**src/mmio_gen_pkg.sv**
```systemverilog
// MMIO request path types. Byte counts are assumed to be multiples of 4 and never above 64
package mmio_gen_pkg;

    // Width of the PCIe function number carried with each request
    localparam int FUNC_BITS = 2;

    // Width of the host read tag
    localparam int TAG_BITS = 5;

    // The accelerator always returns the widest possible response
    localparam int RSP_PAYLOAD_BITS = 512;

    typedef logic [FUNC_BITS-1:0] t_func;
    typedef logic [TAG_BITS-1:0]  t_tag;

    // Host read request, as seen by the completion logic
    // Only the fields needed to rebuild the completion header are kept
    typedef struct packed {
        t_func       func;
        t_tag        tag;
        logic [15:0] requester_id;
        logic [6:0]  lower_addr;
        // Always a multiple of 4, at most 64
        logic [11:0] byte_count;
    } t_mmio_host_req;

    // Accelerator read data for one earlier request
    // Short reads use only the low half of the payload
    typedef struct packed {
        t_func                       func;
        t_tag                        tag;
        logic [RSP_PAYLOAD_BITS-1:0] payload;
    } t_mmio_afu_rsp;

endpackage

```
**src/mmio_func_steer.sv**
```systemverilog
// Requests are always accepted, so a request tag must not be reused while still outstanding
`timescale 1ns/1ps

module mmio_func_steer
    import mmio_gen_pkg::*;
#(
    parameter int NUM_FUNCS = 4
)
(
    input  logic                 clk,
    input  logic                 reset_n,

    input  logic                 host_req_valid,
    input  t_mmio_host_req       host_req,

    input  logic                 afu_rsp_valid,
    input  t_mmio_afu_rsp        afu_rsp,
    output logic                 afu_rsp_ready,

    output logic [NUM_FUNCS-1:0] req_wen,
    output t_mmio_host_req       req_q,

    output logic [NUM_FUNCS-1:0] rsp_valid,
    output t_mmio_afu_rsp        rsp,
    input  logic [NUM_FUNCS-1:0] rsp_ready
);

    logic req_valid_q;

    // Host requests take one register stage before reaching the tag tables
    always_ff @(posedge clk)
    begin
        req_valid_q <= host_req_valid;
        req_q <= host_req;

        if (!reset_n)
        begin
            req_valid_q <= 1'b0;
        end
    end

    // Decode the registered function into a one-hot table write strobe
    always_comb
    begin
        for (int f = 0; f < NUM_FUNCS; f++)
        begin
            req_wen[f] = req_valid_q && (req_q.func == FUNC_BITS'(f));
        end
    end

    // The response word fans out to every channel, only valid is steered
    assign rsp = afu_rsp;

    always_comb
    begin
        afu_rsp_ready = 1'b0;
        for (int f = 0; f < NUM_FUNCS; f++)
        begin
            rsp_valid[f] = afu_rsp_valid && (afu_rsp.func == FUNC_BITS'(f));
            // Only the addressed channel decides whether the response moves
            if (afu_rsp.func == FUNC_BITS'(f))
            begin
                afu_rsp_ready = rsp_ready[f];
            end
        end
    end

endmodule

```
**config.mk**
```make
export PLATFORM = sky130hd
export DESIGN_NAME = mmio_func_steer
export DESIGN_NICKNAME = d
export VERILOG_FILES = /design/src/mmio_gen_pkg.sv /design/src/mmio_func_steer.sv
export SDC_FILE = /design/constraint.sdc
export NUM_CORES = 1
export LEC_CHECK = 0
export BUFFER_PORTS_ARGS = -buffer_cell sky130_fd_sc_hd__buf_4
export CAP_MARGIN = 20
export CORE_AREA = 5 5 435 437
export CTS_BUF_LIST = sky130_fd_sc_hd__clkbuf_8
export DETAILED_ROUTE_END_ITERATION = 8
export DIE_AREA = 0 0 440 442
export PLACE_DENSITY_LB_ADDON = 0.25
export SLEW_MARGIN = 20
export SYNTH_ARGS = -nofsm -noshare
export SYNTH_HDL_FRONTEND = slang
export SYNTH_SLANG_ARGS = --single-unit
```
**constraint.sdc**
```tcl
create_clock -name clk -period 2.2 [get_ports clk]
set_clock_uncertainty 0.1 [all_clocks]
set_input_delay 0.44 -clock clk [delete_from_list [all_inputs] [get_ports clk]]
set_output_delay 0.44 -clock clk [all_outputs]
set_load 0.02 [all_outputs]
```
# == After elaboration in Yosys (flattened, before gate mapping) ==
# Index checks and enable logic that the tools add are counted.
# Widths: inputs -> output; s select.
# op_classes
eq_ne,6
n_mux,4
reduce_logical,10
# ops
cell,n
$eq 2x2->1 const B,4
$logic_and 1x1->1,8
$eq 2x1->1 const B,2
$logic_not 2->1,2
$mux 1,4
# totals
register_bits,43
inputBits,569
elab_cells,26

# == Depth between registers and ports, before layout ==
# logic_depth
depth_word,5
depth_mapped,1
ltp_nobuf,1

# == Worst setup path before layout ==
# Ideal clock, no wire load.
# synth_timing
path_type,in2out
from,in afu_rsp[517] (netlist name)
to,out afu_rsp_ready
arrival_ns,0.986
t_required_ns,1.660
path_slack_ns,0.674
stages,1
path_buffers,0
cell_sequence,mux4_2
# synth_between
elab_chain_len,5
# synth_rtl
item,line_no,rtl
"start, declared",mmio_func_steer.sv:17,"input t_mmio_afu_rsp afu_rsp,"
$logic_not 2->1,mmio_func_steer.sv:61,if (afu_rsp.func == FUNC_BITS'(f))
$mux 1 (3 in a row),mmio_func_steer.sv:61,
$mux 1 (*),mmio_func_steer.sv:61,
"end, declared",mmio_func_steer.sv:18,"output logic afu_rsp_ready,"
# Mark *: on every way between the ends. The rest lies on a longest branch, timed or not.

# == Final worst setup path ==
# Ends and elaborated chain as after synthesis.

==> flow_summary.json <==
{
  "track_usage": 0.127,
  "comb_power_share": 0.144,
  "min_period_ps": 1850,
  "path_class": "in2out",
  "grt_pass1_wl_um": 135000,
  "fmax_ghz": 0.541,
  "routedWlPerCell_um": 48.9,
  "top_usage_layer": "met3",
  "placed_cells": 2637,
  "synthCells": 572,
  "synth.distinct_cells": 9,
  "multiInputGateArea_sq_um": 95.1,
  "tns_ps": 0,
  "first_iter_violations": 157,
  "tightest_slew_ps": 286,
  "place_ws_ps": 346,
  "drcViolationCount": 0,
  "tritoncts": "built",
  "end_kind": "output port",
  "ys_seq_elements": 43,
  "die_area_sq_um": 194000,
  "clock_path_buffers": 2,
  "met3_usage": 0.246,
  "critPathMaxFanout": 6,
  "drtAntennaViolNets": 0,
  "grt_use_met2": 0.212,
  "grt.overflow.total": 0,
  "antenna_found_initial": 5,
  "hold_buffers": 0,
  "htree_levels": 2,
  "critical_path.startpoint_type": "input port",
  "cts_buffers": 5,
  "ys.flop_type": "dfxtp_1",
  "n_fill_cell": 22200,
  "die_w_um": 440,
  "netlist_top_cells_area": "buf_4, dfxtp_1, mux4_2, and3b_2, and3b_1",
  "clock-root-buffer": "clkbuf_8",
  "power_density_nw_per_um2": 335,
  "hp-class": "in2reg",
  "syn-num-nets": 1141,
  "synth_area_sq_um": 4850,
  "clock-sinks": 43,
  "routed_wirelength_um": 129000,
  "irDropWorstVdd_uv": 248,
  "portBuffers": 104,
  "rsz0062_at_grt": "false",
  "start_util": 0.0263,
  "synthToLayoutAreaGrowth_pct": 1.55,
  "status": "finished clean",
  "cp.arrival_ps": 1310,
  "cts_resized": 0,
  "synth_top_cell_by_area": "buf_4",
  "final-setup-viol-count": 0,
  "switchingPower_mw": 0.488,
  "p_seq_frac": 0.505,
  "stdcell_count": 2646,
  "async_flop_share": 0,
  "cts_setup_buffers": 0,
  "grt_max_degree": 14,
  "ys_seq_area_frac": 0.177,
  "p_clk_frac": 0.350,
  "synth_warnings": 0,
  "cap_viol_max_count": 0,
  "via_per_inst": 0.834,
  "gp_congestion": 0.862,
  "ios": 1139,
  "yosysMostFrequentCell": "buf_4",
  "postSynthAreaPerCell_sq_um": 8.48,
  "hold_violations": 0,
  "num_rows": 158,
  "met1_usage": 0.0364,
  "finalPower_mw": 1.65,
  "finalMaxSlewViolations": 0,
  "p_int_mw": 1.16,
  "regArea_sq_um": 861,
  "p_sw_frac": 0.296,
  "postLayoutCoreUtil": 0.0267,
  "synth-edff-count": 0,
  "synth_commonest_cells": "buf_4, dfxtp_1, and3b_1, and3b_2, nor3b_1",
  "leakage_nw": 0.962,
  "grt_pass1_vias": 2076,
  "die_h_um": 442,
  "vias": 2206,
  "design.core.area_sq_um": 185000,
  "first_pass_iters": 4,
  "worst_slack_ps": 350,
  "clk_pin_slew_ps": 110,
  "max_slew_margin": 0.809,
  "layout-drive-gt1-share": 0.697,
  "nets": 733,
  "period_share": 0.841,
  "synth.top_cell.area_share": 0.803,
  "cp.required_ps": 1660
}
logic make-up after synthesis:
kind of cell / after synthesis / synth area share
buf+inv: 519 / 0.803
mux: 1 / 0.00464
flops: 43 / 0.177
simple gates: 9 / 0.0150
registers in the layout (all words and copies together), names as in the netlist:
name / count
req_q: 42
req_valid_q: 1
worst max-delay path: stages:
cell and delay, ps:
buf_4 140, mux4_2 500, buf_4 200
final cells by class:
type	instances	area share
antenna	1	0.000508
clock buffer	5	0.0140
clock inverter	3	0.00330
multi-input combinational	10	0.0193
sequential	43	0.175
tap	2480	0.630
timing repair buffer	104	0.158
through the flow:
step / instance area [sq um] / hold WS [ps]
finish: 4930 / 80.1
global route: 4930 / 40.1
CTS: 4920 / 20.7
detailed placement: 4840 / 445
global placement: 4840 / 444
floorplan: 4850 / 368
routing by layer:
layer	vias to the layer above	routed length (um)
met5	-	821
met4	14	2010
met3	80	52800
met2	1033	60900
met1	686	12700
li1	393	-
power by group through the flow:
stage	Sequential (mW)	Combinational (mW)	Clock (mW)
floorplan	0.903	1.40	0
global placement	0.851	0.245	0
detailed placement	0.851	0.244	0
CTS	0.834	0.244	0.657
global route	0.839	0.252	0.677
finish	0.833	0.238	0.578
cell usage in the layout (no fill, tap or decap):
cell type	synthesis	layout
and3b_2	2	2
clkinv_2	0	1
mux4_2	1	1
and3_2	1	1
and3b_1	2	2
and2_1	1	1
diode_2	0	1
and3_1	1	1
inv_1	0	1
buf_4	519	104
clkinvlp_4	0	1
dfxtp_1	43	43
clkbuf_8	0	5
nor3b_1	2	2
path summary, 6_finish.rpt:
path / cells past startpoint / from / end
worst min-delay path: 1 / host_req[28] / req_q[28]
worst max-delay path: 3 / afu_rsp[517] / afu_rsp_ready
(Power assumes the default switching activity.)
